## src/rtl/icache_pkg.sv

```systemverilog
// Instruction cache package with geometry, address fields, data types and controller states
package icache_pkg;

  // --------------------
  // Cache geometry
  // --------------------
  localparam int NUM_WAYS   = 6;    // Six-way set-associative
  localparam int NUM_SETS   = 8;    // Eight sets, indexed by three address bits
  localparam int WORD_W     = 32;   // Instruction word and memory beat width
  localparam int ADDR_W     = 32;   // Byte address width
  localparam int LINE_WORDS = 8;    // Words per line, also the burst length
  localparam int LINE_W     = 256;  // LINE_WORDS * WORD_W

  // Address split is tag | index | offset, with the offset covering 32 bytes
  localparam int OFFSET_W   = 5;
  localparam int INDEX_W    = 3;
  localparam int TAG_W      = 24;   // ADDR_W - INDEX_W - OFFSET_W

  // Use stamps are wide enough that tests never reach saturation
  localparam int STAMP_W    = 8;

  // --------------------
  // Data types
  // --------------------
  typedef logic [WORD_W-1:0]            word_t;
  typedef logic [ADDR_W-1:0]            addr_t;
  typedef logic [TAG_W-1:0]             tag_t;
  typedef logic [INDEX_W-1:0]           index_t;
  typedef logic [$clog2(NUM_WAYS)-1:0]  way_t;   // Three bits, ways 0 to 5 used
  typedef logic [LINE_W-1:0]            line_t;  // Word 0 sits in the low bits
  typedef logic [STAMP_W-1:0]           stamp_t;

  // Refill controller states, lookup is the idle state
  typedef enum logic [1:0] {
    ST_LOOKUP,   // Idle, takes a CPU request and looks it up
    ST_MEM_REQ,  // Line request held to memory until accepted
    ST_REFILL    // Taking in the burst beats
  } cache_state_e;

endpackage

```

## src/rtl/icache_tag_store.sv

```systemverilog
// Tag store holding valid bits and tags for every way, with tag compare and hit-way encoding
`timescale 1ns/1ps

module icache_tag_store (
  input  logic              clk,
  input  logic              rst,
  input  icache_pkg::addr_t req_addr,
  input  logic              fill_we,     // Pulse on the last refill beat
  input  icache_pkg::way_t  victim_way,
  output logic              hit,
  output icache_pkg::way_t  hit_way
);

  // Valid bits need a reset, the tags themselves do not
  logic [icache_pkg::NUM_SETS-1:0][icache_pkg::NUM_WAYS-1:0] valid_q;
  icache_pkg::tag_t tag_q [icache_pkg::NUM_SETS][icache_pkg::NUM_WAYS];

  icache_pkg::tag_t              req_tag;
  icache_pkg::index_t            req_index;
  logic [icache_pkg::NUM_WAYS-1:0] way_match;  // One bit per way of the indexed set

  assign req_tag   = req_addr[icache_pkg::ADDR_W-1 -: icache_pkg::TAG_W];
  assign req_index = req_addr[icache_pkg::OFFSET_W +: icache_pkg::INDEX_W];

  // --------------------
  // Array updates
  // --------------------
  always_ff @(posedge clk) begin
    if (rst) begin
      valid_q <= '0;                              // Cache starts empty
    end else if (fill_we) begin
      valid_q[req_index][victim_way] <= 1'b1;     // Line becomes usable once fully written
    end
  end

  always_ff @(posedge clk) begin
    if (fill_we) begin
      tag_q[req_index][victim_way] <= req_tag;    // Held request address supplies the tag
    end
  end

  // --------------------
  // Lookup
  // --------------------
  always_comb begin
    for (int w = 0; w < icache_pkg::NUM_WAYS; w++) begin
      way_match[w] = valid_q[req_index][w] && (tag_q[req_index][w] == req_tag);
    end
  end

  assign hit = |way_match;

  // Walk downwards so the lowest matching way is the one left standing
  always_comb begin
    hit_way = '0;
    for (int w = icache_pkg::NUM_WAYS - 1; w >= 0; w--) begin
      if (way_match[w]) hit_way = icache_pkg::way_t'(w);
    end
  end

endmodule

```

## config.mk

```make
export PLATFORM = sky130hd
export DESIGN_NAME = icache_tag_store
export DESIGN_NICKNAME = d
export VERILOG_FILES = /design/src/rtl/icache_pkg.sv /design/src/rtl/icache_tag_store.sv
export SDC_FILE = /design/constraint.sdc
export NUM_CORES = 1
export LEC_CHECK = 0
export BUFFER_PORTS_ARGS = -buffer_cell sky130_fd_sc_hd__clkbuf_2
export CAP_MARGIN = 20
export CORE_MARGIN = 8
export CORE_UTILIZATION = 35
export CTS_BUF_LIST = sky130_fd_sc_hd__clkbuf_16
export CTS_CLUSTER_SIZE = 28
export DETAILED_ROUTE_END_ITERATION = 12
export PLACE_DENSITY = 0.5
export SYNTH_ARGS = -nofsm -noshare
export SYNTH_HDL_FRONTEND = slang
export SYNTH_SLANG_ARGS = --single-unit
export TNS_END_PERCENT = 10
```

## constraint.sdc

```tcl
create_clock -name clk -period 4.1 [get_ports clk]
set_input_delay 0.41 -clock clk [delete_from_list [all_inputs] [get_ports clk]]
set_output_delay 0.41 -clock clk [all_outputs]
set_load 0.01 [all_outputs]
```

==> results.yml, run 1 <==
finish:
  layoutNonFillerInstCount: 4694
  layout_common_cells: "edfxtp_1, buf_4, mux2i_1"
  nets: 2857
  fin_util_pct: 41.9
  n_fill_cell: 11700
  drive_above_1_share_pct: 27.1
  syn_to_final_growth_pct: 18.6
  fin_area_sq_mm: 0.0559
  final_common_cell: "edfxtp_1"
worst_setup_path:
  r2r-end: "valid_q[38]"
  timing.rr.start: "valid_q[38]"
  cp_slowest_cell: "or4_1"
  path_class: "in -> out"
  cp-start-kind: "input port"
  cp_cell_sequence: "buf_8 > buf_4 > inv_2 > buf_12 > buf_12 > mux2i_1 > xnor2_1 > or4_1 > nand4bb_1 > nand4_1 > buf_12 > nand2b_4 > clkbuf_8"
  cp_max_fo: 20
  max_stage_delay_ns: 0.54
  reg2reg_depth: 2
  crit_required_ns: 3.69
  rrSetupSlack_ns: 3.44
  cp-end-kind: "output port"
  cp_data_arrival_time_ns: 3.90
  crit_top_cell: "buf_12"
logic_synthesis:
  synth_edf_count: 1152
  synth_fa_ha_area_share_pct: 0
  async_flop_share_pct: 0
  avgSynthCellArea_sq_um: 18.8
  synth_nets: 2548
  synthFlopType: "edfxtp_1"
  synthTopCellsByArea: "edfxtp_1, mux4_2, mux2i_1"
  yosys.area_share.xor_xnor_pct: 2.49
  ys_ff_latch: 1200
  muxShareOfSynthArea_pct: 11.6
  yosys.area_share.simple_pct: 3.33
  synth_cell_type_count: 68
  yosys_warnings: 0
  yosysSeqAreaShare_pct: 75.4
  synth_top_family_by_area: "multiplexers"
  synth_area_leader_cell: "edfxtp_1"
  synth_top_area_share_pct: 73.3
  synthCells: 2510
  syn_area_sq_mm: 0.0472
  synth_compound_area_share_pct: 5.24
floorplan:
  die_y_microns: 383
  die_area_sq_mm: 0.147
  start_util_pct: 35.3
  rows: 134
  dieWidth_microns: 383
  num_io_pins: 42
  core-area_sq_mm: 0.134
route:
  routedWlPerCell_microns: 29.2
  routed_wl_microns: 137000
  drc_errors: 0
  drtPass1Iterations: 5
  ant_nets: 0
  num_vias: 25400
  drtIter0Drc: 2563
  vias_per_cell: 5.41
sta:
  tightest_slew_ns: 0.834
  period_share_pct: 105
  slew-limit-headroom_pct: 44.4
  hold_viol: 0
  rsz0062_at_grt: "yes"
  final.setup.worst_slack_ns: -0.212
  maxSlewViolCount: 0
  fin_setup_tns_ns: -0.417
  layout_min_cycle_time_ns: 4.31
  setup_violations: 3
  clock_skew_ns: 0
  fmax_mhz: 232
place:
  numPortBuffers: 36
  globalplace.congestion: 0.793
  placed_area_sq_mm: 0.0515
  place_hpwl_microns: 83100
  dp_cells: 4446
global_routing:
  antenna_found_initial: 6
  grt_pass1_vias: 26400
  grt_max_degree: 53
  grt_pass1_wl_microns: 194000
  grtUsageTotal_pct: 18.3
  overflow: 0
worst_hold_path:
  min_from: "req_addr[14]"
  min_to: "tag_q[1][6]"
  min_path_cells: 1
  min_path_type: "in -> reg"
power:
  power_uw: 26700
  powerDensity_mw_per_mm2: 478
  vdd_ir_drop_max_mv: 0.395
  leakagePower_uw: 0.0184
status:
  violations: "negative setup slack"
  outcome: "complete, but fails checks"
clocking:
  cts_tree: "yes"
  clk_pin_slew_ns: 0.06
  clk_path_buf_depth: 3
  root_buffer: "clkbuf_16"
  cts_buffers: 133
  clock_sinks: 1200
  clk_latency_ns: 0.73
  h-tree-depth: 4
job:
  drv_cap: 0
stage by stage:
step | hold slack [ns] | worst slack, ns
after CTS | 0.0503 | -0.270
after floorplan | 0.435 | 0.748
after global routing | 0.0513 | -0.278
after global placement | 0.445 | -0.389
after detailed placement | 0.457 | -0.491
final | 0.0666 | -0.212
power breakdown:
| group | internal [uW] | switching (uW) | leakage, uW | total (uW) |
|---|---|---|---|---|
| sequential | 13500 | 19.7 | 0.0108 | 13500 |
| combinational | 649 | 1060 | 0.00550 | 1710 |
| clock | 6750 | 4730 | 0.00219 | 11500 |
| total | 20900 | 5810 | 0.0184 | 26700 |
Yosys cell counts (all sizes together), types with 2 or more instances:
cell type / count
a2111oi: 2
a222oi: 3
inv: 4
nor2: 190
o22a: 4
edfxtp: 1152
o22ai: 38
a21oi: 23
a221oi: 86
mux4: 135
a22o: 28
and4: 2
or2: 3
a211oi: 3
and2: 4
o221ai: 6
and3b: 5
nor3b: 5
a22oi: 59
o21bai: 2
and3: 2
nor4: 13
a31oi: 5
nor2b: 9
mux2i: 167
nand4: 21
xnor2: 78
clkbuf: 39
a221o: 24
xor2: 56
o2bb2ai: 3
nand3: 9
nand2: 41
or4: 2
mux2: 65
o21ai: 25
nor3: 13
dfxtp: 48
nand2b: 9
nor4b: 3
or3: 4
buf: 111
worst max-delay path by stage:
stage                       startpoint         end  slack [ns]
final                      req_addr[5]         hit       -0.21
after floorplan            req_addr[5]  hit_way[0]        0.75
after CTS                 tag_q[5][82]         hit       -0.27
after global routing      tag_q[2][76]         hit       -0.28
after detailed placement   req_addr[6]         hit       -0.49
after global placement     req_addr[6]         hit       -0.39
critical path, delay by kind of cell:
kind	cells	cell delay, ns
xor+xnor	1	0.11
buf+inv	7	1.38
simple gates	4	1.55
mux	1	0.37
cell type report:
cell class	count	area [sq um]	share of cell area (%)
multi-input combinational	1156	10900	19.6
timing repair buffer	324	2960	5.30
clock buffer	137	3430	6.13
sequential	1200	35600	63.6
inverter	4	15.0	0.0268
antenna	2	5.00	0.00895
tap	1768	2210	3.96
clock inverter	103	798	1.43
registers in the layout, summed over array words and instances, names as in the netlist:
signal and flops:
tag_q 1152, valid_q 48
cell families after synthesis:
family                    count (synthesis)
muxes                                   367
DFF                                    1200
xor gates and xnor gates                134
and+or+nand+nor                         338
AOI/OAI and AO/OA                       317
buffers and inverters                   154
metal layers:
layer	global-route usage [%]	share of wire, %
met1	25.3	45
met3	3.15	5.3
met5	0	0
met2	30.2	48
met4	4.66	2.3
what timing repair did:
action	CTS	global route
endpoints found under the hold margin	1	0
cloned	0	1
resized for setup	16	14
setup endpoints to repair	4	4
pin swaps	9	6
buffers inserted	0	4
hold buffers	1	0
Power figures use the tool's default switching activity.
==> run 2: changes to the inputs <==
--- a/config.mk
+++ b/config.mk
@@ -12,7 +12,8 @@
 export CTS_BUF_LIST = sky130_fd_sc_hd__clkbuf_16
 export CTS_CLUSTER_SIZE = 28
 export DETAILED_ROUTE_END_ITERATION = 12
-export PLACE_DENSITY = 0.5
+export PLACE_DENSITY = 0.52
+export SETUP_SLACK_MARGIN = 0.5
 export SYNTH_ARGS = -nofsm -noshare
 export SYNTH_HDL_FRONTEND = slang
 export SYNTH_SLANG_ARGS = --single-unit
==> results.yml, run 2 (synthesis gave the netlist of run 1 again) <==
worst_setup_path:
  crit_required_ns: 3.69
  cp_max_fo: 3
  cp-start-kind: "register"
  cp-end-kind: "output port"
  rrSetupSlack_ns: 3.48
  cp_data_arrival_time_ns: 3.78
  path_class: "reg -> out"
sta:
  period_share_pct: 102
  fmax_mhz: 239
  maxSlewViolCount: 0
  slew-limit-headroom_pct: 32.9
  layout_min_cycle_time_ns: 4.19
  tightest_slew_ns: 1.01
  hold_viol: 0
  clock_skew_ns: 0
  setup_violations: 3
  final.setup.worst_slack_ns: -0.0909
  fin_setup_tns_ns: -0.184
  rsz0062_at_grt: "yes"
  hold_ws_ns: 0.154
route:
  routed_wl_microns: 137000
  drc_errors: 0
  vias_per_cell: 5.43
  routedWlPerCell_microns: 28.9
  drtIter0Drc: 2431
  drtPass1Iterations: 5
  num_vias: 25600
  ant_nets: 0
status:
  violations: "negative setup slack"
  outcome: "complete, but fails checks"
place:
  numPortBuffers: 36
  place_hpwl_microns: 83600
  dp_cells: 4480
  globalplace.congestion: 0.822
power:
  vdd_ir_drop_max_mv: 0.274
  power_uw: 26700
  clockPowerShare_pct: 42.8
  pwr-share-comb_pct: 6.5
  p_int_uw: 20800
  powerDensity_mw_per_mm2: 476
  switching_share_pct: 22.0
  p_seq_share_pct: 50.8
  p_switching_uw: 5870
  leakagePower_uw: 0.0185
floorplan:
  dieWidth_microns: 383
  rows: 134
  num_io_pins: 42
  die_area_sq_mm: 0.147
  core-area_sq_mm: 0.134
  start_util_pct: 35.3
  die_y_microns: 383
finish:
  drive_above_1_share_pct: 27.6
  fin_util_pct: 41.9
  n_fill_cell: 11700
  layoutNonFillerInstCount: 4726
  nets: 2884
  syn_to_final_growth_pct: 18.7
  top_regs: "tag_q: 1152 flops, valid_q: 48 flops"
  largest_reg_flops: 1152
  largest_register: "tag_q"
  layout_common_cells: "edfxtp_1, buf_4, mux2i_1"
  final_common_cell: "edfxtp_1"
global_routing:
  antenna_found_initial: 7
  overflow: 0
  grt_pass1_wl_microns: 192000
  grt_max_degree: 49
  grtUsageTotal_pct: 18.3
  grt_pass1_vias: 26300
clocking:
  cts_tree: "yes"
  h-tree-depth: 4
  cts_buffers: 131
  clk_path_buf_depth: 3
  root_buffer: "clkbuf_16"
  clock_sinks: 1200
  clk_latency_ns: 0.72
  clk_pin_slew_ns: 0.06
job:
  drv_cap: 0
worst_hold_path:
  min_path_type: "in -> reg"
run 2: area by class of cell:
class / instances / area (sq um) / area share (%)
tap: 1768 / 2210 / 3.95
timing repair buffer: 353 / 3130 / 5.59
clock inverter: 108 / 848 / 1.52
inverter: 4 / 15.0 / 0.0268
antenna: 4 / 10.0 / 0.0179
clock buffer: 133 / 3330 / 5.94
multi-input combinational: 1156 / 10900 / 19.5
sequential: 1200 / 35600 / 63.5
run 2: metrics by stage:
stage / area (sq um) / setup WS [ns]
CTS: 56000 / -0.163
global route: 56000 / -0.214
detailed placement: 51700 / -0.588
finish: 56000 / -0.0909
floorplan: 47200 / 0.748
global placement: 51700 / -0.445
run 2: path summary, 6_finish.rpt:
kind                            cells after the start       endpoint    startpoint
worst max-delay path                                9     hit_way[1]  tag_q[3][74]
worst min-delay path                                1  tag_q[5][118]  req_addr[30]
worst max register to register                      2    valid_q[19]   valid_q[19]
worst min register to register                      2    valid_q[12]   valid_q[12]
run 2: per-layer routing:
metal / global-route usage (%) / wire, microns / up-vias
met5: 0 / 34 / -
met4: 6.19 / 4400 / 4
met3: 3.71 / 9220 / 201
met2: 29.1 / 63300 / 878
met1: 25.1 / 59700 / 13700
li1: - / - / 10900
run 2: timing repair:
| item | 4_1_cts | 5_1_grt |
|---|---|---|
| setup endpoints to repair | 4 | 4 |
| pin swaps | 1 | 1 |
| setup buffers | 0 | 1 |
| gates resized for setup | 9 | 3 |
| hold buffers | 0 | 0 |
run 2: power by group through the flow:
stage	registers [uW]	clock network [uW]	logic [uW]
3_3_place_gp	13800	0	1700
4_1_cts	13500	11600	1740
3_5_place_dp	13800	0	1720
2_1_floorplan	13800	0	864
6_report	13500	11400	1730
5_1_grt	13500	12100	1830
run 2: critical path, cell delays in order (launching register included):
cell and delay (ns):
edfxtp_1 0.37, mux4_2 0.51, mux2i_4 0.29, o22ai_2 0.14, a2111oi_4 0.30, buf_4 0.18, nand4_1 0.09, or4_4 0.57
a21oi_1 0.37, clkbuf_2 0.21
