<file path="src/rtl/icache_pkg.sv">
// Instruction cache package with geometry, address fields, data types and controller states
package icache_pkg;

  // --------------------
  // Cache geometry
  // --------------------
  localparam int NUM_WAYS   = 6;    // Six-way set-associative
  localparam int NUM_SETS   = 8;    // Eight sets, indexed by three address bits
  localparam int WORD_W     = 32;   // Instruction word and memory beat width
  localparam int ADDR_W     = 32;   // Byte address width
  localparam int LINE_WORDS = 8;    // Words per line, also the burst length
  localparam int LINE_W     = 256;  // LINE_WORDS * WORD_W

  // Address split is tag | index | offset, with the offset covering 32 bytes
  localparam int OFFSET_W   = 5;
  localparam int INDEX_W    = 3;
  localparam int TAG_W      = 24;   // ADDR_W - INDEX_W - OFFSET_W

  // Use stamps are wide enough that tests never reach saturation
  localparam int STAMP_W    = 8;

  // --------------------
  // Data types
  // --------------------
  typedef logic [WORD_W-1:0]            word_t;
  typedef logic [ADDR_W-1:0]            addr_t;
  typedef logic [TAG_W-1:0]             tag_t;
  typedef logic [INDEX_W-1:0]           index_t;
  typedef logic [$clog2(NUM_WAYS)-1:0]  way_t;   // Three bits, ways 0 to 5 used
  typedef logic [LINE_W-1:0]            line_t;  // Word 0 sits in the low bits
  typedef logic [STAMP_W-1:0]           stamp_t;

  // Refill controller states, lookup is the idle state
  typedef enum logic [1:0] {
    ST_LOOKUP,   // Idle, takes a CPU request and looks it up
    ST_MEM_REQ,  // Line request held to memory until accepted
    ST_REFILL    // Taking in the burst beats
  } cache_state_e;

endpackage

</file>
<file path="src/rtl/icache_refill_ctrl.sv">
// Refill controller running lookup, memory request and refill, and assembling the burst into a line
`timescale 1ns/1ps

module icache_refill_ctrl (
  input  logic              clk,
  input  logic              rst,
  input  logic              req_valid,
  input  icache_pkg::addr_t req_addr,
  input  logic              hit,
  output logic              cpu_req_ready,
  output logic              rsp_fire,
  output logic              mem_req_valid,
  output icache_pkg::addr_t mem_req_addr,
  input  logic              mem_req_ready,
  input  logic              mem_rsp_valid,
  input  icache_pkg::word_t mem_rsp_data,
  input  logic              mem_rsp_last,
  output logic              mem_rsp_ready,
  output logic              fill_we,
  output icache_pkg::line_t fill_line
);

  icache_pkg::cache_state_e state_q;
  icache_pkg::cache_state_e state_d;
  icache_pkg::line_t        line_q;      // Partial line while the burst comes in
  logic                     beat_fire;   // Beat taken this cycle

  // --------------------
  // State machine
  // --------------------
  always_ff @(posedge clk) begin
    if (rst) state_q <= icache_pkg::ST_LOOKUP;  // No init phase, lookup is ready at once
    else     state_q <= state_d;
  end

  always_comb begin
    state_d = state_q;
    case (state_q)
      icache_pkg::ST_LOOKUP: begin
        if (req_valid && !hit) state_d = icache_pkg::ST_MEM_REQ;  // Miss goes to memory
      end
      icache_pkg::ST_MEM_REQ: begin
        if (mem_req_ready) state_d = icache_pkg::ST_REFILL;      // Request accepted
      end
      icache_pkg::ST_REFILL: begin
        // Back in lookup the held request sees the new line and hits
        if (beat_fire && mem_rsp_last) state_d = icache_pkg::ST_LOOKUP;
      end
      default: state_d = icache_pkg::ST_LOOKUP;
    endcase
  end

  // --------------------
  // Handshakes
  // --------------------
  assign cpu_req_ready = (state_q == icache_pkg::ST_LOOKUP);
  assign rsp_fire      = cpu_req_ready && req_valid && hit;  // Zero-latency hit
  assign mem_req_valid = (state_q == icache_pkg::ST_MEM_REQ);
  assign mem_rsp_ready = (state_q == icache_pkg::ST_REFILL);  // Memory stalls only stretch refill
  assign beat_fire     = mem_rsp_valid && mem_rsp_ready;

  // Line-aligned address, the CPU keeps req_addr stable for the whole miss
  assign mem_req_addr = {req_addr[icache_pkg::ADDR_W-1:icache_pkg::OFFSET_W],
                         {icache_pkg::OFFSET_W{1'b0}}};

  // --------------------
  // Line assembly
  // --------------------
  // Each beat enters at the top and pushes older words down, so after eight
  // beats the first one has reached word 0
  assign fill_line = {mem_rsp_data, line_q[icache_pkg::LINE_W-1:icache_pkg::WORD_W]};
  assign fill_we   = beat_fire && mem_rsp_last;  // Single pulse, memory always sends eight beats

  always_ff @(posedge clk) begin
    if (beat_fire) begin
      line_q <= fill_line;
    end
  end

endmodule

</file>
<file path="config.mk">
export PLATFORM = sky130hd
export DESIGN_NAME = icache_refill_ctrl
export DESIGN_NICKNAME = d
export VERILOG_FILES = /design/src/rtl/icache_pkg.sv /design/src/rtl/icache_refill_ctrl.sv
export SDC_FILE = /design/constraint.sdc
export NUM_CORES = 1
export LEC_CHECK = 0
export BUFFER_PORTS_ARGS = -buffer_cell sky130_fd_sc_hd__buf_2
export CORE_AREA = 2 2 143 145
export DETAILED_ROUTE_END_ITERATION = 10
export DIE_AREA = 0 0 145 147
export PLACE_DENSITY = 0.67
export SETUP_SLACK_MARGIN = 0.1
export SYNTH_ARGS = -nofsm -noshare
export SYNTH_HDL_FRONTEND = slang
export SYNTH_SLANG_ARGS = --single-unit
</file>
<file path="constraint.sdc">
create_clock -name clk -period 8.4 [get_ports clk]
set_input_delay 1.26 -clock clk [delete_from_list [all_inputs] [get_ports clk]]
set_output_delay 1.26 -clock clk [all_outputs]
set_load 0.01 [all_outputs]
</file>
==> flow_summary.toml, run 1 <==
[timing]
slew_viol_final = 0
rsz0062_at_grt = "false"
tns_ns = 0
period_minus_slack_ns = 3.03
hold_viol_final = 0
fin_worst_skew_ns = 0.0121
fmax_mhz = 330
period_share_pct = 36.0
slew-limit-headroom_pct = 23.8
setup_violations = 0
worstMarginPinSlew_ns = 1.14

[floorplanning]
die_width_um = 145
design.core.area_um2 = 19800
rows = 52
die-area_um2 = 21300
die_h_um = 147
initial_core_util_pct = 37.0
boundaryPins = 364

[clock_network]
cts_sinks = 226
cts-root-buf = "clkbuf_16"
postCtsSetupBuffers = 0
h-tree-depth = 1
path_clk_slew_ns = 0.06
cts_tree = "built"
cts_hold_buf = 0
ctsResizeCount = 0
cts_buffers = 25
clockBufferDepth = 3
clock_latency_ns = 0.50

[global_routing]
overflow = 0
antenna_found_initial = 0
grt_max_degree = 94
first_global_vias = 3732
busiest_layer = "met2"
grt_pass1_wl_mm = 22.9
grt_usage_pct = 13.9
met2_usage_pct = 21.5
met1_usage_pct = 17.2
met3_usage_pct = 5.43

[drt]
dr.pass1.iters = 5
ant_nets = 0
routed_wl_mm = 15.8
drc = 0
vias = 3650
drt_iter0_drc = 260
vias_per_cell = 4.24
post_drt_wl_per_cell_um = 18.3

[yosys]
syn_inst = 304
synthMuxAreaShare_pct = 0
synthXorXnorAreaFrac_pct = 0
synthAdderAreaFrac_pct = 0
avgSynthCellArea_um2 = 24.2
synth-compound-area-share_pct = 0.239
ys_seq_area_share_pct = 92.2
synth-simple-area-share_pct = 0.954
synth_cell_types = 15
ys_ff_latch = 226
synth_top_family_by_area = "buffers and inverters"
yosys_warnings = 0
syn_area_um2 = 7340

[worst_setup_path]
timing.rr.end = "line_q[59]"
cp_max_fo = 93
crit_path_end_kind = "register"
r2r_setup_slack_ns = 5.61
r2r_start = "state_q[1]"
reg2regPathDepth = 3
cp-start-kind = "input pin"
path_class = "input pin to register"
required_ns = 8.51
cp.arrival_ns = 3.14

[place]
io_buffers = 299
dpl.hpwl_mm = 11.5
place_congestion = 0.876
placed_cells = 815

[worst_hold_path]
worstHoldPathCells = 0
hp-start = "line_q[224]"
min_path_type = "register to register"
hold_path_end = "line_q[192]"

[power_and_ir_drop]
total_power_w = 0.00234
ir_drop_mv = 0.153
power_density_nw_per_um2 = 246
leakagePower_nw = 3.67

[cells_and_area]
diodes = 0
layout_common_cells = "buf_2, edfxtp_1, clkbuf_16"
instances_no_fill = 860
drive_gt1_share_pct = 57.8
final_common_cell = "buf_2"
fin_nets = 643
syn2layout_area_growth_pct = 29.8
finalCoreUtilization_pct = 48.0

[run]
cap_viol_max_count = 0

[outcome]
status = "completed"
logic make-up (layout without fill, tap and decap cells):
logic type / count (synthesis) / count (layout)
DFF: 226 / 226
buffers and inverters: 65 / 347
AOI/OAI and AO/OA: 2 / 2
and+or+nand+nor: 10 / 10
other: 1 / 5
routing by layer:
| layer | up-vias | routed length, µm |
|---|---|---|
| li1 | 1644 | - |
| met1 | 1748 | 6160 |
| met2 | 212 | 7470 |
| met3 | 44 | 1460 |
| met4 | 2 | 656 |
| met5 | - | 39 |
cell usage after synthesis:
master,n,area share [%]
dfxtp_1,2,0.55
nor2_1,2,0.10
and3_1,2,0.17
nor2b_4,1,0.19
nor3_2,1,0.14
a22oi_2,1,0.17
a21oi_1,1,0.068
inv_1,1,0.051
and2b_2,1,0.12
nor3b_1,1,0.10
nand2_1,1,0.051
conb_1,1,0.051
and2_1,1,0.085
edfxtp_1,224,92
buf_4,64,6.5
worst max-delay path, stage by stage:
cell and delay, ns:
buf_2 0.10, and2_4 0.70, buf_4 0.98
flip-flops by register name (all words and copies together) (netlist names):
register / flops
state_q: 2
line_q: 224
stage by stage:
step                instance area [µm²]  hold slack, ns  setup slack [ns]
floorplan                          7360           0.445              1.45
global placement                   8730           0.428              4.96
detailed placement                 8730           0.428              4.86
CTS                                9530           0.437              5.39
global route                       9530           0.446              5.22
finish                             9530           0.439              5.37
power by group:
part	total (W)	internal [W]	switching [W]
combinational	0.0000525	0.0000205	0.0000321
clock	0.00104	0.000634	0.000410
sequential	0.00125	0.00124	0.00000593
total	0.00234	0.00190	0.000448
how the worst max path moves through the flow:
| stage | startpoint | to | cells past startpoint |
|---|---|---|---|
| after floorplan | mem_rsp_valid | line_q[100] | 1 |
| after global placement | mem_rsp_valid | line_q[44] | 3 |
| after detailed placement | mem_rsp_valid | line_q[76] | 3 |
| after CTS | mem_rsp_valid | line_q[120] | 3 |
| after global routing | mem_rsp_valid | line_q[120] | 3 |
| final | mem_rsp_valid | line_q[59] | 3 |
cell type report:
| class | instances | area [µm²] |
|---|---|---|
| fill | 1673 | 10300 |
| sequential | 226 | 6770 |
| timing repair buffer | 301 | 1510 |
| clock buffer | 27 | 633 |
| tap | 270 | 338 |
| clock inverter | 18 | 166 |
| multi-input combinational | 17 | 109 |
| inverter | 1 | 3.75 |
No activity file was read; power rests on OpenSTA's default activity.
==> run 2, diff against run 1 <==
==> constraint.sdc (replaced) <==
create_clock -name clk -period 2.8 [get_ports clk]
set_input_delay 0.42 -clock clk [delete_from_list [all_inputs] [get_ports clk]]
set_output_delay 0.42 -clock clk [all_outputs]
set_load 0.01 [all_outputs]
==> run 2 against run 1 <==
Effect of this change: critical endpoint is now line_q[100]; clock power grew to 3.2 times the previous value; sequential power rose to 3.0 times the previous value; clock-buffer cell count grew 6; clock skew increased by 0.0021 ns; combinational power rose to 3.1 times the previous value; die area stayed put; register-to-register slack worse by 4.7 ns; utilization is 0.54 points higher; setup slack worse by 4.4 ns.
==> flow_summary.toml, run 2 (synthesized netlist as in run 1, its figures left out) <==
[outcome]
status = "completed"

[clock_network]
cts_tree = "built"
h-tree-depth = 1
ctsResizeCount = 0
path_clk_slew_ns = 0.06
cts_sinks = 226
cts-root-buf = "clkbuf_16"
clockBufferDepth = 3
postCtsSetupBuffers = 0
cts_buffers = 24
clock_latency_ns = 0.50
cts_hold_buf = 0

[timing]
whs_ns = 0.103
setup_violations = 0
fmax_mhz = 533
period_minus_slack_ns = 1.88
hold_viol_final = 0
slew_viol_final = 0
tns_ns = 0
period_share_pct = 67.0
fin_worst_skew_ns = 0.0141
rsz0062_at_grt = "false"

[place]
io_buffers = 299
dpl.hpwl_mm = 12.0
place_congestion = 0.893

[cells_and_area]
final_common_cell = "buf_2"
drive_gt1_share_pct = 58.1
fin_nets = 645
diodes = 0
reg.largest.list = "line_q (224), state_q (2)"
largest_reg_flops = 224
fill_cells = 1681
syn2layout_area_growth_pct = 31.2
regMostFlops = "line_q"
layout_common_cells = "buf_2, edfxtp_1, clkbuf_16"

[worst_hold_path]
hp-start = "mem_rsp_data[4]"
min_path_type = "input pin to register"
worstHoldPathCells = 1
hold_path_end = "line_q[228]"

[global_routing]
grt_pass1_wl_mm = 23.5
grt_max_degree = 73
antenna_found_initial = 0
overflow = 0
grt_usage_pct = 14.3
first_global_vias = 3727

[drt]
vias_per_cell = 4.31
vias = 3717
dr.pass1.iters = 4
post_drt_wl_per_cell_um = 18.7
routed_wl_mm = 16.1
ant_nets = 0
drc = 0
drt_iter0_drc = 211

[floorplanning]
die-area_um2 = 21300
die_h_um = 147
boundaryPins = 364
die_width_um = 145
rows = 52
design.core.area_um2 = 19800
initial_core_util_pct = 37.0

[power_and_ir_drop]
ir_drop_mv = 0.439
power_density_nw_per_um2 = 753
leakagePower_nw = 3.72

[worst_setup_path]
path_class = "register to register"
r2r_setup_slack_ns = 0.92
cp-start-kind = "register"
r2r_start = "state_q[1]"
reg2regPathDepth = 3
timing.rr.end = "line_q[100]"
crit_path_end_kind = "register"
cp.arrival_ns = 2.03
required_ns = 2.95
cp_max_fo = 72

[run]
cap_viol_max_count = 0
[run 2: layer usage]
layer / vias up / share of wire (%) / routed length, µm / track usage [%]
met5: - / 0 / 0 / 0
met4: 0 / 2.8 / 459 / 5.35
met3: 35 / 8.3 / 1340 / 4.69
met2: 204 / 49 / 7900 / 23.1
met1: 1836 / 40 / 6440 / 18.1
li1: 1642 / - / - / -
[run 2: worst max path at each step]
stage | slack [ns] | from | cells after the start | end
floorplan | 0.19 | state_q[1] | 2 | line_q[100]
global placement | 1.01 | state_q[1] | 3 | line_q[61]
detailed placement | 0.94 | state_q[1] | 3 | line_q[47]
CTS | 0.93 | state_q[1] | 3 | line_q[65]
global route | 0.81 | state_q[1] | 3 | line_q[97]
finish | 0.92 | state_q[1] | 3 | line_q[100]
[run 2: area by class of cell]
class / count / area (µm²) / area share, %
Clock inverter: 11 / 183 / 1.90
Tap cell: 270 / 338 / 3.51
Timing Repair Buffer: 304 / 1560 / 16.2
Clock buffer: 33 / 676 / 7.01
Sequential cell: 226 / 6770 / 70.2
Inverter: 1 / 3.75 / 0.0390
Multi-Input combinational cell: 17 / 109 / 1.13
[run 2: power breakdown]
part	total, W	switching, W	leakage (nW)	internal (W)
sequential	0.00374	0.0000181	2.04	0.00372
clock	0.00335	0.00121	0.413	0.00215
combinational	0.000161	0.0000969	1.27	0.0000637
total	0.00726	0.00132	3.72	0.00593
[run 2: critical path, cell delays in order (launching register included)]
cell and delay [ns]:
dfxtp_1 0.39, nor2b_4 0.22, and2_4 0.46, buf_12 0.36
[run 2: metrics by stage]
| stage | total power (W) | util, % | instances | cell area [µm²] | setup WS, ns |
|---|---|---|---|---|---|
| finish | 0.00726 | 48.5 | 862 | 9630 | 0.923 |
| global route | 0.00749 | 48.5 | 862 | 9630 | 0.814 |
| detailed placement | 0.00398 | 44.2 | 818 | 8780 | 0.944 |
| global placement | 0.00397 | 44.2 | 818 | 8780 | 1.01 |
| floorplan | 0.00395 | - | 308 | 7360 | 0.186 |
| CTS | 0.00735 | 48.5 | 862 | 9630 | 0.927 |
==> run 3, diff against run 2 <==
--- a/config.mk
+++ b/config.mk
@@ -5,6 +5,7 @@
 export SDC_FILE = /design/constraint.sdc
 export NUM_CORES = 1
 export LEC_CHECK = 0
+export ABC_AREA = 1
 export BUFFER_PORTS_ARGS = -buffer_cell sky130_fd_sc_hd__buf_2
 export CORE_AREA = 2 2 143 145
 export DETAILED_ROUTE_END_ITERATION = 10
==> constraint.sdc (replaced) <==
create_clock -name clk -period 1.9 [get_ports clk]
set_input_delay 0.285 -clock clk [delete_from_list [all_inputs] [get_ports clk]]
set_output_delay 0.285 -clock clk [all_outputs]
set_load 0.01 [all_outputs]
==> run 3 against run 2 <==
Effect of this change: cell area rose by 4.1%; largest cell class unchanged; utilization rose by 2.0 points; global-route usage rose by 0.70 points; first-iteration DRC count rose by 5.7%; power rose by 49%; sequential share of layout area fell by 2.7 points; sequential power rose by 49%; non-clock buffer count rose by 36; die area did not move.
==> flow_summary.toml, run 3 <==
[outcome]
status = "completed"

[cells_and_area]
reg.largest.list = "line_q (224), state_q (2)"
largest_reg_flops = 224
diodes = 0
regMostFlops = "line_q"
layout_common_cells = "buf_2, edfxtp_1, dlygate4sd3_1"
drive_gt1_share_pct = 54.9
finalInstanceArea_um2 = 10000
syn2layout_area_growth_pct = 36.3
multiInputGateArea_um2 = 108
fin_nets = 690
fill_cells = 1627
finalCoreUtilization_pct = 50.5
final_common_cell = "buf_2"
regArea_um2 = 6770

[timing]
fmax_mhz = 596
slew_viol_final = 0
fin_worst_skew_ns = 0.00865
worstMarginPinSlew_ns = 0.534
worst_slack_ns = 0.221
rsz0062_at_grt = "false"
hold_viol_final = 0
slew-limit-headroom_pct = 64.4
period_minus_slack_ns = 1.68
period_share_pct = 88.3
setup_violations = 0

[worst_setup_path]
cp-start-kind = "register"
cp_max_fo = 3
r2r_start = "state_q[1]"
critPathLaunch = "state_q[1]"
required_ns = 1.62
timing.rr.end = "line_q[94]"
cp.arrival_ns = 1.39
r2r_setup_slack_ns = 0.27
path_class = "register to output port"
reg2regPathDepth = 5
crit_path_end_kind = "output port"

[yosys]
ys.flop_type = "edfxtp_1"
async_flop_share_pct = 0
syn_inst = 313
ys_seq_area_share_pct = 92.0
synthTopCellsByArea = "edfxtp_1, buf_4, dfxtp_1"
synth.most_common_cell = "edfxtp_1"
synth_edf_count = 224
synth_cell_types = 13
yosysTopAreaCellShare_pct = 91.4
ys_ff_latch = 226
syn_area_um2 = 7360
avgSynthCellArea_um2 = 23.5
synth_area_leader_cell = "edfxtp_1"
yosys_warnings = 0
synth_common_cells = "edfxtp_1, buf_4, inv_1, nand2_1, nor2_1"

[power_and_ir_drop]
leakagePower_nw = 3.89
power_density_nw_per_um2 = 1080
netSwitchingFraction_pct = 18.9
ir_drop_mv = 0.675
total_power_w = 0.0108
combPwrFrac_pct = 3.5
p_int_w = 0.00877
clock_power_share_pct = 45.0
switching_power_w = 0.00205
pwr-share-seq_pct = 51.6

[drt]
dr.pass1.iters = 6
routed_wl_mm = 16.8
drt_iter0_drc = 223
vias_per_cell = 4.30
post_drt_wl_per_cell_um = 18.5
drc = 0
vias = 3893
ant_nets = 0

[floorplanning]
initial_core_util_pct = 37.1
design.core.area_um2 = 19800
rows = 52
boundaryPins = 364
die_h_um = 147
die-area_um2 = 21300
die_width_um = 145

[clock_network]
cts_buffers = 24
ctsResizeCount = 0
h-tree-depth = 1
cts_tree = "built"
path_clk_slew_ns = 0.05
clock_latency_ns = 0.50
cts_sinks = 226
cts-root-buf = "clkbuf_16"
clockBufferDepth = 3

[global_routing]
grt_usage_pct = 15.0
busiest_layer = "met2"
grt_pass1_wl_mm = 24.7
met1_usage_pct = 17.6
met2_usage_pct = 25.2
first_global_vias = 4077
antenna_found_initial = 0
overflow = 0
grt_max_degree = 98
met3_usage_pct = 5.12

[place]
dpl_cell_area_um2 = 8860
dpl.hpwl_mm = 11.9
place_congestion = 0.890
io_buffers = 299
dp_slack_ns = 0.300

[run]
cap_viol_max_count = 0

[worst_hold_path]
hp-start = "req_valid"
hold_path_end = "state_q[0]"
min_path_type = "input pin to register"
worstHoldPathCells = 3
[run 3: changes by cell type after synthesis, sizes merged, moves of 2 or more]
cell	previous run	this run
nor2	2	5
inv	1	8
nand2	1	4
and3	2	0
a21oi	1	3
[run 3: worst max path at each step]
stage,to
2_1_floorplan,line_q[100]
3_3_place_gp,line_q[233]
4_1_cts,fill_we
5_1_grt,fill_we
3_5_place_dp,line_q[49]
6_report,fill_we
[run 3: metrics by stage]
step           cells  hold WS, ns  setup TNS [ns]
6_report         906       0.0408               0
2_1_floorplan    317        0.340         -545.59
4_1_cts          906       0.0225               0
3_5_place_dp     830        0.428               0
3_3_place_gp     830        0.425               0
5_1_grt          906       0.0315               0
[run 3: metal layers]
metal	wire length [µm]	share of wire, %	vias to the layer above
met5	57	0.34	-
met4	549	3.3	2
met3	1300	7.8	40
met2	8520	51	193
met1	6330	38	1924
li1	-	-	1734
[run 3: power by group through the flow]
stage / sequential (W) / clock (W) / combinational, W
after global placement: 0.00568 / 0 / 0.000316
after CTS: 0.00557 / 0.00500 / 0.000377
after global routing: 0.00558 / 0.00520 / 0.000404
after detailed placement: 0.00568 / 0 / 0.000324
final: 0.00557 / 0.00486 / 0.000378
after floorplan: 0.00572 / 0 / 0.000202
[run 3: worst max-delay path: stages, from the launching register on]
cell	delay [ns]
dfxtp_2	0.35
inv_2	0.05
nor2_4	0.13
inv_2	0.07
nor3_2	0.13
buf_2	0.16
[run 3: repair_timing]
item | 4_1_cts | 5_1_grt
buffers inserted | 0 | 0
hold endpoints to repair | 33 | 0
hold buffers | 33 | 0
[run 3: kinds of logic (layout without fill, tap and decap cells)]
kind of cell / after synthesis / in the layout / share of synthesized area (%)
AO/OA/AOI/OAI: 4 / 4 / 0.374
buffers and inverters: 72 / 391 / 6.94
flip-flops: 226 / 226 / 92.0
other: 1 / 5 / 0.0510
AND/OR/NAND/NOR: 10 / 10 / 0.663
[run 3: layout make-up]
| cell class | count | area share [%] |
|---|---|---|
| Clock inverter | 14 | 1.91 |
| Sequential cell | 226 | 67.5 |
| Tap cell | 270 | 3.37 |
| Inverter | 8 | 0.300 |
| Multi-Input combinational cell | 19 | 1.07 |
| Timing Repair Buffer | 340 | 19.4 |
| Clock buffer | 29 | 6.39 |
