**config.mk**
```make
export PLATFORM = sky130hd
export DESIGN_NAME = icache_lru
export DESIGN_NICKNAME = d
export VERILOG_FILES = /design/src/rtl/icache_pkg.sv /design/src/rtl/icache_lru.sv
export SDC_FILE = /design/constraint.sdc
export NUM_CORES = 1
export LEC_CHECK = 0
export ABC_AREA = 1
export BUFFER_PORTS_ARGS = -buffer_cell sky130_fd_sc_hd__buf_2
export CORE_AREA = 2 2 199 201
export DETAILED_ROUTE_END_ITERATION = 8
export DIE_AREA = 0 0 201 203
export PLACE_DENSITY = 0.61
export REMOVE_ABC_BUFFERS = 1
export SETUP_SLACK_MARGIN = 0.05
export SYNTH_ARGS = -nofsm -noshare
export SYNTH_HDL_FRONTEND = slang
export SYNTH_SLANG_ARGS = --single-unit
```
**constraint.sdc**
```tcl
create_clock -name clk -period 41.1 [get_ports clk]
set_input_delay 10.275 -clock clk [delete_from_list [all_inputs] [get_ports clk]]
set_output_delay 10.275 -clock clk [all_outputs]
set_load 0.03 [all_outputs]
```
**src/rtl/icache_pkg.sv**
```systemverilog
// Instruction cache package with geometry, address fields, data types and controller states
package icache_pkg;

  // --------------------
  // Cache geometry
  // --------------------
  localparam int NUM_WAYS   = 6;    // Six-way set-associative
  localparam int NUM_SETS   = 8;    // Eight sets, indexed by three address bits
  localparam int WORD_W     = 32;   // Instruction word and memory beat width
  localparam int ADDR_W     = 32;   // Byte address width
  localparam int LINE_WORDS = 8;    // Words per line, also the burst length
  localparam int LINE_W     = 256;  // LINE_WORDS * WORD_W

  // Address split is tag | index | offset, with the offset covering 32 bytes
  localparam int OFFSET_W   = 5;
  localparam int INDEX_W    = 3;
  localparam int TAG_W      = 24;   // ADDR_W - INDEX_W - OFFSET_W

  // Use stamps are wide enough that tests never reach saturation
  localparam int STAMP_W    = 8;

  // --------------------
  // Data types
  // --------------------
  typedef logic [WORD_W-1:0]            word_t;
  typedef logic [ADDR_W-1:0]            addr_t;
  typedef logic [TAG_W-1:0]             tag_t;
  typedef logic [INDEX_W-1:0]           index_t;
  typedef logic [$clog2(NUM_WAYS)-1:0]  way_t;   // Three bits, ways 0 to 5 used
  typedef logic [LINE_W-1:0]            line_t;  // Word 0 sits in the low bits
  typedef logic [STAMP_W-1:0]           stamp_t;

  // Refill controller states, lookup is the idle state
  typedef enum logic [1:0] {
    ST_LOOKUP,   // Idle, takes a CPU request and looks it up
    ST_MEM_REQ,  // Line request held to memory until accepted
    ST_REFILL    // Taking in the burst beats
  } cache_state_e;

endpackage

```
**src/rtl/icache_lru.sv**
```systemverilog
// Replacer keeping per-way use stamps and a saturating stamp counter to pick the victim way
`timescale 1ns/1ps

module icache_lru (
  input  logic              clk,
  input  logic              rst,
  input  icache_pkg::addr_t req_addr,
  input  logic              rsp_fire,    // Accepted hit in the lookup state
  input  icache_pkg::way_t  hit_way,
  output icache_pkg::way_t  victim_way
);

  icache_pkg::stamp_t stamp_q [icache_pkg::NUM_SETS][icache_pkg::NUM_WAYS];
  icache_pkg::stamp_t counter_q;   // Global use counter, shared by all sets
  icache_pkg::stamp_t best_stamp;  // Smallest stamp seen while scanning the set
  icache_pkg::index_t req_index;

  assign req_index = req_addr[icache_pkg::OFFSET_W +: icache_pkg::INDEX_W];

  // --------------------
  // Stamp update
  // --------------------
  always_ff @(posedge clk) begin
    if (rst) begin
      for (int s = 0; s < icache_pkg::NUM_SETS; s++) begin
        for (int w = 0; w < icache_pkg::NUM_WAYS; w++) begin
          stamp_q[s][w] <= '0;
        end
      end
      counter_q <= '0;
    end else if (rsp_fire) begin
      stamp_q[req_index][hit_way] <= counter_q;  // Most recent use gets the current count
      // Counter sticks at all ones instead of wrapping back to the oldest value
      if (counter_q != '1) begin
        counter_q <= counter_q + 1'b1;
      end
    end
  end

  // --------------------
  // Victim choice
  // --------------------
  // Strict compare keeps the lowest way on ties, so empty ways fill in order
  always_comb begin
    victim_way = '0;
    best_stamp = stamp_q[req_index][0];
    for (int w = 1; w < icache_pkg::NUM_WAYS; w++) begin
      if (stamp_q[req_index][w] < best_stamp) begin
        best_stamp = stamp_q[req_index][w];
        victim_way = icache_pkg::way_t'(w);
      end
    end
  end

endmodule

```
==> metrics.md, run 1 <==
| Metric | Value |
|---|---|
| Clk buf depth | 3 |
| RSZ-0062 raised after global routing | no |
| Setup violations, final | 0 |
| Resize count post-CTS | 0 |
| Via/cell ratio | 5.70 |
| Slew headroom | 0.152 |
| Max-Cap Viols | 0 |
| TNS Setup | 0 ps |
| DRC viols | 0 |
| Period minus WS final | 30160 ps |
| CP peak stage delay | 720 ps |
| Remaining antenna violation count | 0 |
| Flops & latches, synth | 392 |
| Clock root cell | clkbuf_16 |
| Worst slew pin tran | 1270 ps |
| Leak | 6.88 nW |
| Slew Limit Fails | 0 |
| Peak Freq | 0.0332 GHz |
| Die X | 201 µm |
| Most frequent CP cell | nor2_1 |
| Nets | 1670 |
| Chip Height | 203 µm |
| CTS HTree Levels | 2 |
| First-pass DRT Iterations | 6 |
| CTS Hold Bufs | 0 |
| Total track usage | 0.229 |
| Routability cong. | 0.878 |
| Kind of critical path | in2out |
| CORE AREA | 38500 µm² |
| # rows | 72 |
| Kind of cell adding the most delay to the critical path | compound AO/OA/AOI/OAI gates |
| Post-Syn Area | 17500 µm² |
| I/O pin cnt | 41 |
| Largest net degree at the start of global routing | 55 |
| Final WS setup | 10940 ps |
| Worst slack at placement | 11110 ps |
| Global route total overflow | 0 |
| Hold slack final | 506 ps |
| Critical path data required time | 30830 ps |
| Vias in the first global route | 12100 |
| Die area | 40800 µm² |
| ANT cells | 0 |
| Final-report hold violation count | 0 |
| Bufs and invs on worst path | 4 |
| Number of flops mapped to enable cells by yosys | 384 |
| Initial antenna violation count | 0 |
| Top FF cell, synth | edfxtp_1 |
| Filler Cell Count | 3425 |
| Area grow syn2layout | 10.7% |
| Total CTS buffers | 41 |
| TritonCTS clock tree | yes |
| Detailed-placement wirelength estimate | 28400 µm |
| Via count | 12200 |
| Status | completed |
| Synth unique cells | 38 |
| Starting density of the core | 0.455 |
| Cell count after synthesis | 1614 |
| Pwr/cell area | 50.0 nW/µm² |
| Critical Path Source Type | input pin |
| Final wirelength | 46200 µm |
| Yosys warns | 0 |
| Most common cell after layout, fill and taps aside | nor2_1 |
| Wire per inst | 21.5 µm |
| Share of layout cells above drive strength 1 | 0.0798 |
| Most frequent cells in the layout | nor2_1 (412), edfxtp_1 (384), nand2_1 (300) |
| Final worst-path cycle share | 0.734 |
| Maximum vdd ir drop | 0.0000344 V |
| Clock Latency Late Sink | 540 ps |
| First-pass GRT wire length | 71000 µm |
| CP arrival | 19890 ps |
| Layout Skew | 11.6 ps |
| Worst-path maximum fanout | 42 |
| Final Core Density | 0.503 |
| Post-CTS Setup Bufs | 0 |
| Initial DRC Count | 1267 |
| Worst Setup End Kind | output pin |
| Slowest-stage cell, CP | a211oi_1 |
| FFs w/ async S/R, synth | 0 |
| Register area share after synthesis | 0.668 |
| Hold crit path type | reg2reg |
| CTS sink count | 392 |
| Port bufs | 11 |
| Clock transition at the registers of the reported paths | 50 ps |
| Syn avg cell area | 10.8 µm² |
layout make-up:
class	instances	area, µm²	area share
sequential	392	11700	0.604
multi-input combinational	1047	5140	0.266
inverter	91	342	0.0176
timing repair buffer	27	175	0.00905
clock buffer	47	1070	0.0552
tap	518	648	0.0335
clock inverter	26	292	0.0151
cells in the mapped netlist, types with 11 or more instances:
cell,instances,area [µm²]
a221oi_1,33,289
inv_1,77,289
o22ai_1,19,119
a22o_1,39,342
o21ai_0,35,175
clkbuf_1,62,233
nand4_1,32,200
nand3_1,32,160
a22oi_1,37,278
nand2_2,11,68.8
buf_1,19,71.3
nor2_1,412,1550
a21oi_1,22,110
ha_1,32,400
nand2_1,300,1130
edfxtp_1,384,11500
worst paths after layout:
path | from | endpoint | slack, ps | depth (start not counted)
worst min-delay path | counter_q[7] | counter_q[7] | 510 | 2
worst max register to register | counter_q[4] | counter_q[7] | 38480 | 11
worst min register to register | counter_q[7] | counter_q[7] | 510 | 2
worst max-delay path | req_addr[7] | victim_way[2] | 10940 | 39
sequential cells by signal (all words and copies together) (netlist names):
name,cells
stamp_q,384
counter_q,8
metrics by stage:
step | instance area (µm²) | instances | power, W
after floorplan | 17200 | 1530 | 0.000556
after global placement | 18000 | 2075 | 0.000593
after detailed placement | 18000 | 2075 | 0.000597
after CTS | 19400 | 2148 | 0.000972
after global routing | 19400 | 2148 | 0.00101
final | 19400 | 2148 | 0.000968
cells by family after synthesis:
family	share of synthesized area
DFF	0.668
AOI/OAI and AO/OA	0.0831
adders and majority gates	0.0229
buffers and inverters	0.0383
and+or+nand+nor	0.188
routing by layer:
layer,vias to the layer above,global-route usage,part of all wire
li1,5624,-,-
met1,6079,0.313,0.42
met2,457,0.380,0.48
met3,86,0.0271,0.069
met4,0,0.0812,0.031
met5,-,0,0
power by group:
group | internal, W | switching [W]
clock network | 0.000225 | 0.000152
registers | 0.000451 | 0.00000440
logic | 0.0000396 | 0.0000956
total | 0.000715 | 0.000252
worst register-to-register path: stages (launching register included):
cell and delay, ps:
dfxtp_1 330, inv_2 50, buf_4 590, nor3_1 180, a31oi_1 400, nand2_1 160
nor2_1 170, inv_1 70, nor3_1 230, nand2_1 110, o21ai_0 160, a21oi_1 50
No activity file was read; power rests on OpenSTA's default activity.
==> run 2, diff against run 1 <==
==> constraint.sdc (replaced) <==
create_clock -name clk -period 28.1 [get_ports clk]
set_input_delay 7.025 -clock clk [delete_from_list [all_inputs] [get_ports clk]]
set_output_delay 7.025 -clock clk [all_outputs]
set_load 0.03 [all_outputs]
==> run 2 against run 1 <==
  * First-iteration DRC count fell by 2.2%
  * Highest routed layer unchanged
  * Largest power group unchanged
  * Sequential cell count unchanged
  * Clock power is 40% higher
  * Sequential share of layout area increased by 0.16 points
  * Die area stayed put
  * Combinational power increased by 44%
==> metrics.md, run 2 (synthesis results as in run 1) <==
| Metric | Value |
|---|---|
| Gr busiest metal | met2 (unchanged) |
| GRT met3 Usage | 0.0307 (was 0.0271) |
| Total track usage | 0.226 (was 0.229) |
| Reg2reg setup slack | 25470 ps (was 38480 ps) |
| WHS Endpoint | counter_q[0] (was counter_q[7]) |
| Die area | 40800 µm² (unchanged) |
| # rows | 72 (unchanged) |
| Nets | 1670 (unchanged) |
| Biggest regs | stamp_q (384), counter_q (8) (unchanged) |
| Port bufs | 11 (unchanged) |
| ANT cells | 0 (unchanged) |
| Worst r2r src | counter_q[4] (unchanged) |
| Via count | 12300 (was 12200) |
| CTS sink count | 392 (unchanged) |
| Critical R2R Capture | counter_q[7] (unchanged) |
| Share of layout cells above drive strength 1 | 0.0796 (was 0.0798) |
| Most common cell after layout, fill and taps aside | nor2_1 (unchanged) |
| Leak | 6.85 nW (was 6.88 nW) |
| DRC viols | 0 (unchanged) |
| Vias in the first global route | 12200 (was 12100) |
| Kind of cell adding the most delay to the critical path | compound AO/OA/AOI/OAI gates (unchanged) |
| First-pass DRT Iterations | 5 (was 6) |
| Largest net degree at the start of global routing | 55 (unchanged) |
| Met2 usage | 0.366 (was 0.380) |
| Met1 usage | 0.311 (was 0.313) |
| Kind of critical path | in2out (unchanged) |
| Sw Pwr | 0.000368 W (was 0.000252 W) |
| First-pass GRT wire length | 70400 µm (was 71000 µm) |
| Biggest register | stamp_q (unchanged) |
| Bufs and invs on worst path | 5 (was 4) |
| Slew Limit Fails | 0 (unchanged) |
| FF-to-FF path depth | 11 (unchanged) |
| Setup crit start | req_addr[5] (was req_addr[7]) |
| Slew headroom | 0.194 (was 0.152) |
| TNS Setup | 0 ps (unchanged) |
| RSZ-0062 raised after global routing | no (unchanged) |
| Int Power | 0.00102 W (was 0.000715 W) |
| Critical Path Source Type | input pin (unchanged) |
| Hold Crit Start | counter_q[0] (was counter_q[7]) |
| Final-report hold violation count | 0 (unchanged) |
| Clock root cell | clkbuf_16 (unchanged) |
| Remaining antenna violation count | 0 (unchanged) |
| Global route total overflow | 0 (unchanged) |
| Slowest-stage cell, CP | a211oi_1 (unchanged) |
| CTS HTree Levels | 2 (unchanged) |
| Hold slack final | 513 ps (was 506 ps) |
| Maximum vdd ir drop | 0.0000386 V (was 0.0000344 V) |
| Hold Crit Depth | 1 (was 2) |
| Period minus WS final | 23670 ps |
| Total placed cells including tap cells | 2075 (unchanged) |
| Max-Cap Viols | 0 (unchanged) |
| Worst Setup End Kind | output pin (unchanged) |
| CP arrival | 16650 ps (was 19890 ps) |
| Sw frac | 0.265 (was 0.261) |
| Via/cell ratio | 5.71 (was 5.70) |
| Status | completed (unchanged) |
| Post-CTS Setup Bufs | 0 (unchanged) |
| Max FFs per register | 384 (unchanged) |
| Sequential power share | 0.479 (was 0.471) |
| Initial antenna violation count | 0 (unchanged) |
| Peak Freq | 0.0422 GHz |
| Critical path data required time | 21080 ps (was 30830 ps) |
| Setup violations, final | 0 (unchanged) |
| Wire per inst | 21.2 µm (was 21.5 µm) |
| Final wirelength | 45500 µm (was 46200 µm) |
| Resize count post-CTS | 0 (unchanged) |
| Clock power share | 0.381 (was 0.390) |
| I/O pin cnt | 41 (unchanged) |
| TritonCTS clock tree | yes (unchanged) |
| Worst-path maximum fanout | 25 (was 42) |
| Comb pwr share | 0.140 (about the same) |
| Worst slew pin tran | 1210 ps (was 1270 ps) |
| Detailed-placement wirelength estimate | 28100 µm (was 28400 µm) |
| Routability cong. | 0.868 (was 0.878) |
| Clock Latency Late Sink | 550 ps (was 540 ps) |
| Worst slack at placement | 4440 ps (was 11110 ps) |
| Layout Skew | 18.2 ps (was 11.6 ps) |
| Filler Cell Count | 3455 (was 3425) |
| Area grow syn2layout | 10.4% (was 10.7%) |
| Most frequent cells in the layout | nor2_1 (412), edfxtp_1 (384), nand2_1 (300) (unchanged) |
| Pwr/cell area | 71.9 nW/µm² (was 50.0 nW/µm²) |
| CP peak stage delay | 660 ps (was 720 ps) |
| Chip Height | 203 µm (unchanged) |
| Hold crit path type | reg2reg (unchanged) |
| Initial DRC Count | 1239 (was 1267) |
| Final worst-path cycle share | 0.842 |
| Clk buf depth | 3 (unchanged) |
| Final WS setup | 4430 ps (was 10940 ps) |
| CORE AREA | 38500 µm² (unchanged) |
| Total CTS buffers | 41 (unchanged) |
| Die X | 201 µm (unchanged) |
| Non-filler instance count after layout | 2151 (was 2148) |
| CTS Hold Bufs | 0 (unchanged) |
| Clock transition at the registers of the reported paths | 60 ps (was 50 ps) |
| Starting density of the core | 0.455 (unchanged) |
==> run 2: final cells by class <==
cell class,instances,area (µm²),area share
tap,518,648,0.0336
timing repair buffer,27,175,0.00907
clock buffer,52,1130,0.0585
sequential,392,11700,0.605
multi-input combinational,1047,5140,0.266
clock inverter,24,179,0.00927
inverter,91,342,0.0177
==> run 2: per-layer routing <==
| layer | vias to the layer above | part of all wire |
|---|---|---|
| met5 | - | 0 |
| met4 | 0 | 0.035 |
| met3 | 107 | 0.078 |
| met2 | 500 | 0.47 |
| met1 | 6054 | 0.42 |
| li1 | 5631 | - |
==> run 2: how the worst max path moves through the flow <==
stage | endpoint | slack, ps | cells after the start
6_report | victim_way[2] | 4430 | 39
2_1_floorplan | victim_way[1] | 6530 | 36
5_1_grt | victim_way[2] | 3400 | 39
4_1_cts | victim_way[2] | 4410 | 39
3_5_place_dp | victim_way[2] | 4440 | 39
3_3_place_gp | victim_way[2] | 4630 | 39
==> run 2: worst reg2reg max path: stages (launching register included) <==
cell,delay (ps)
dfxtp_1,330
inv_2,50
buf_4,580
nor3_1,190
a31oi_1,390
nand2_1,140
nor2_1,160
inv_1,70
nor3_1,260
nand2_1,110
o21ai_0,160
a21oi_1,60
==> run 2: metrics by stage <==
step	util	total power (W)	instance area (µm²)
after global placement	0.468	0.000867	18000
after CTS	0.502	0.00139	19300
after detailed placement	0.468	0.000872	18000
final	0.502	0.00139	19300
after floorplan	-	0.000813	17200
after global routing	0.502	0.00144	19300
==> run 2: power groups by stage <==
stage / combinational [W] / sequential [W] / clock, W
after floorplan: 0.000138 / 0.000675 / 0
after global placement: 0.000190 / 0.000678 / 0
after detailed placement: 0.000194 / 0.000678 / 0
after CTS: 0.000195 / 0.000666 / 0.000533
after global routing: 0.000221 / 0.000667 / 0.000555
final: 0.000194 / 0.000666 / 0.000529
==> run 3, diff against run 2 <==
--- a/config.mk
+++ b/config.mk
@@ -5,12 +5,12 @@
 export SDC_FILE = /design/constraint.sdc
 export NUM_CORES = 1
 export LEC_CHECK = 0
-export ABC_AREA = 1
+export ABC_AREA = 0
 export BUFFER_PORTS_ARGS = -buffer_cell sky130_fd_sc_hd__buf_2
-export CORE_AREA = 2 2 199 201
+export CORE_AREA = 2 2 206 208
 export DETAILED_ROUTE_END_ITERATION = 8
-export DIE_AREA = 0 0 201 203
-export PLACE_DENSITY = 0.61
+export DIE_AREA = 0 0 208 210
+export PLACE_DENSITY = 0.63
 export REMOVE_ABC_BUFFERS = 1
 export SETUP_SLACK_MARGIN = 0.05
 export SYNTH_ARGS = -nofsm -noshare
==> constraint.sdc (replaced) <==
create_clock -name clk -period 21.7 [get_ports clk]
set_input_delay 5.425 -clock clk [delete_from_list [all_inputs] [get_ports clk]]
set_output_delay 5.425 -clock clk [all_outputs]
set_load 0.03 [all_outputs]
==> run 3 against run 2 <==
  * Critical path depth is 10 higher
  * Sequential share of layout area is 4.9 points lower
  * Hold slack lost 23 ps
  * Register-to-register slack worse by 6300 ps
  * Routed wire length is 12% higher
  * Via count up 1.5%
  * Core utilization up 0.51 points
  * Setup slack worse by 3900 ps
  * Clock skew fell by 4.2 ps
  * Cell area grew 8.9%
  * Sequential cell count did not move
  * Global-route usage up 0.70 points
==> metrics.md, run 3 <==
| Metric | Value |
|---|---|
| Status | completed (unchanged) |
| Yosys warns | 0 (unchanged) |
| Total track usage | 0.233 (was 0.226) |
| Nets | 1581 (was 1670) |
| Wire per inst | 24.4 µm (was 21.2 µm) |
| Kind of critical path | in2out (unchanged) |
| CORE AREA | 41500 µm² (was 38500 µm²) |
| Most common cell after layout, fill and taps aside | edfxtp_1 (was nor2_1) |
| Port bufs | 11 (unchanged) |
| RSZ-0062 raised after global routing | no (unchanged) |
| Top-count cell post-synth | edfxtp_1 (was nor2_1) |
| Final Core Density | 0.507 (was 0.502) |
| Share of the synthesized area in the top cell type | 0.611 (was 0.659) |
| I/O pin cnt | 41 (unchanged) |
| Peak Freq | 0.0473 GHz |
| Global route total overflow | 0 (unchanged) |
| Top FF cell, synth | edfxtp_1 (unchanged) |
| Hold Crit Depth | 2 (was 1) |
| Share of layout cells above drive strength 1 | 0.147 (was 0.0796) |
| Max FFs per register | 384 (unchanged) |
| Slew headroom | 0.264 (was 0.194) |
| Worst Setup End Kind | output pin (unchanged) |
| # rows | 75 (was 72) |
| Via/cell ratio | 6.00 (was 5.71) |
| Largest net degree at the start of global routing | 59 (was 55) |
| Slew Limit Fails | 0 (unchanged) |
| Initial antenna violation count | 0 (unchanged) |
| CP peak stage delay | 380 ps (was 660 ps) |
| Syn avg cell area | 12.4 µm² (was 10.8 µm²) |
| Clk buf depth | 3 (unchanged) |
| Hold slack final | 489 ps (was 513 ps) |
| CTS HTree Levels | 2 (unchanged) |
| Max-Cap Viols | 0 (unchanged) |
| Number of flops mapped to enable cells by yosys | 384 (unchanged) |
| Initial DRC Count | 1159 (was 1239) |
| Synth unique cells | 66 (was 38) |
| Flops & latches, synth | 392 (unchanged) |
| Most frequent cells in the layout | edfxtp_1 (384), and2_1 (293), nor3_1 (102) (was nor2_1 (412), edfxtp_1 (384), nand2_1 (300)) |
| Remaining antenna violation count | 0 (unchanged) |
| Die area | 43700 µm² (was 40800 µm²) |
| DRC viols | 0 (unchanged) |
| Leak | 7.56 nW (was 6.85 nW) |
| Final wirelength | 50900 µm (was 45500 µm) |
| Maximum vdd ir drop | 0.0000541 V (was 0.0000386 V) |
| Synth cell count leaders | edfxtp_1 (384), and2_1 (294), nor3_1 (104) (was nor2_1 (412), edfxtp_1 (384), nand2_1 (300)) |
| Critical path data required time | 16270 ps (was 21080 ps) |
| Die X | 208 µm (was 201 µm) |
| Slowest-stage cell, CP | mux2_1 (was a211oi_1) |
| Detailed-placement wirelength estimate | 32800 µm (was 28100 µm) |
| FF-to-FF path depth | 7 (was 11) |
| Final-report hold violation count | 0 (unchanged) |
| Critical Path Source Type | input pin (unchanged) |
| Vias in the first global route | 12200 (about the same) |
| CP arrival | 15700 ps (was 16650 ps) |
| Routability cong. | 0.913 (was 0.868) |
| Area grow syn2layout | 11.4% (was 10.4%) |
| Final worst-path cycle share | 0.974 |
| Starting density of the core | 0.455 (about the same) |
| Biggest regs | stamp_q (384), counter_q (8) (unchanged) |
| TritonCTS clock tree | yes (unchanged) |
| Biggest register | stamp_q (unchanged) |
| FFs w/ async S/R, synth | 0 (unchanged) |
| Worst slew pin tran | 1100 ps (was 1210 ps) |
| Post-Syn Area | 18900 µm² (was 17500 µm²) |
| TNS Setup | 0 ps (unchanged) |
| Layout Skew | 14.0 ps (was 18.2 ps) |
| Setup violations, final | 0 (unchanged) |
| Via count | 12500 (was 12300) |
| Hold crit path type | reg2reg (unchanged) |
| Top cells by area, synth | edfxtp_1 (61%), and2_1 (9.7%), a22oi_1 (2.9%) (was edfxtp_1 (66%), nor2_1 (8.8%), nand2_1 (6.4%)) |
| Period minus WS final | 21130 ps |
| Chip Height | 210 µm (was 203 µm) |
| Clock root cell | clkbuf_16 (unchanged) |
| First-pass GRT wire length | 76800 µm (was 70400 µm) |
| Pwr/cell area | 89.2 nW/µm² (was 71.9 nW/µm²) |
| First-pass DRT Iterations | 5 (unchanged) |
| Synth area leader | edfxtp_1 (unchanged) |
| Worst-path maximum fanout | 15 (was 25) |
| Clock transition at the registers of the reported paths | 60 ps (about the same) |
| Clock Latency Late Sink | 550 ps (about the same) |
| Register area share after synthesis | 0.619 (was 0.668) |
| Total CTS buffers | 43 (was 41) |
| Most frequent CP cell | a21oi_1 |
| CTS sink count | 392 (unchanged) |
| Cell count after synthesis | 1517 (was 1614) |
| ANT cells | 0 (unchanged) |
-- run 3: changes by cell type after synthesis, moves of 16 or more --
| cell | delta |
|---|---|
| clkbuf_1 | +29 |
| nand2_1 | -272 |
| a22o_1 | -29 |
| nor3_1 | +96 |
| nor2_1 | -325 |
| or2_2 | +47 |
| mux2_2 | +16 |
| and2_1 | +294 |
| a22oi_1 | +36 |
| o21ai_0 | -16 |
| nand3_1 | -21 |
| mux2i_1 | +36 |
| inv_1 | -58 |
-- run 3: cell type report --
class / count / area [µm²]
timing repair buffer: 68 / 552
clock inverter: 17 / 131
tap: 539 / 674
multi-input combinational: 986 / 6720
sequential: 392 / 11700
clock buffer: 58 / 1170
fill: 3588 / 20400
inverter: 20 / 78.8
-- run 3: metrics by stage --
step | area (µm²) | power (W) | worst slack, ps | instances
final | 21000 | 0.00188 | 575 | 2080
after global routing | 21000 | 0.00194 | 44.5 | 2080
after CTS | 20900 | 0.00187 | 64.6 | 2078
after detailed placement | 19600 | 0.00119 | -393 | 2003
after global placement | 19600 | 0.00118 | -135 | 2003
after floorplan | 18400 | 0.00108 | 218 | 1398
-- run 3: repair_timing --
item | in CTS | in global routing
pin swaps | 0 | 1
setup buffers | 0 | 1
endpoints found under the setup margin | 3 | 3
resized for setup | 5 | 22
hold endpoints to repair | 0 | 0
gates cloned | 0 | 1
hold buffers | 0 | 0
-- run 3: metal layers --
layer | share of wire | up-vias | track usage | routed length (µm)
met3 | 0.075 | 79 | 0.0304 | 3800
met4 | 0.024 | 0 | 0.0690 | 1240
met2 | 0.48 | 514 | 0.383 | 24200
met1 | 0.42 | 6249 | 0.326 | 21600
li1 | - | 5632 | - | -
met5 | 0 | - | 0 | 0
-- run 3: worst paths after layout --
kind                                    from             to  slack, ps
worst max register to register  counter_q[2]   counter_q[6]      19130
worst min-delay path            counter_q[5]   counter_q[5]        490
worst max-delay path             req_addr[7]  victim_way[2]        570
worst min register to register  counter_q[5]   counter_q[5]        490
-- run 3: cell families after synthesis --
logic type,share of synthesized area
AND/OR/NAND/NOR,0.188
flip-flops,0.619
AO/OA/AOI/OAI,0.0936
buffers and inverters,0.0293
multiplexers,0.0443
adder cells (fa/ha/maj),0.0233
XOR/XNOR,0.00232
-- run 3: where the power goes --
| part | switching (W) | internal [W] | leakage (nW) |
|---|---|---|---|
| logic | 0.000193 | 0.000121 | 2.92 |
| clock network | 0.000291 | 0.000402 | 0.626 |
| registers | 0.0000152 | 0.000855 | 4.01 |
-- run 3: worst max-delay path: cells and delay by family --
| kind | cells | cell delay (ps) |
|---|---|---|
| AOI/OAI and AO/OA | 25 | 4580 |
| and+or+nand+nor | 12 | 2500 |
| adders and majority gates | 5 | 1540 |
| muxes | 1 | 380 |
| buffers and inverters | 6 | 1220 |
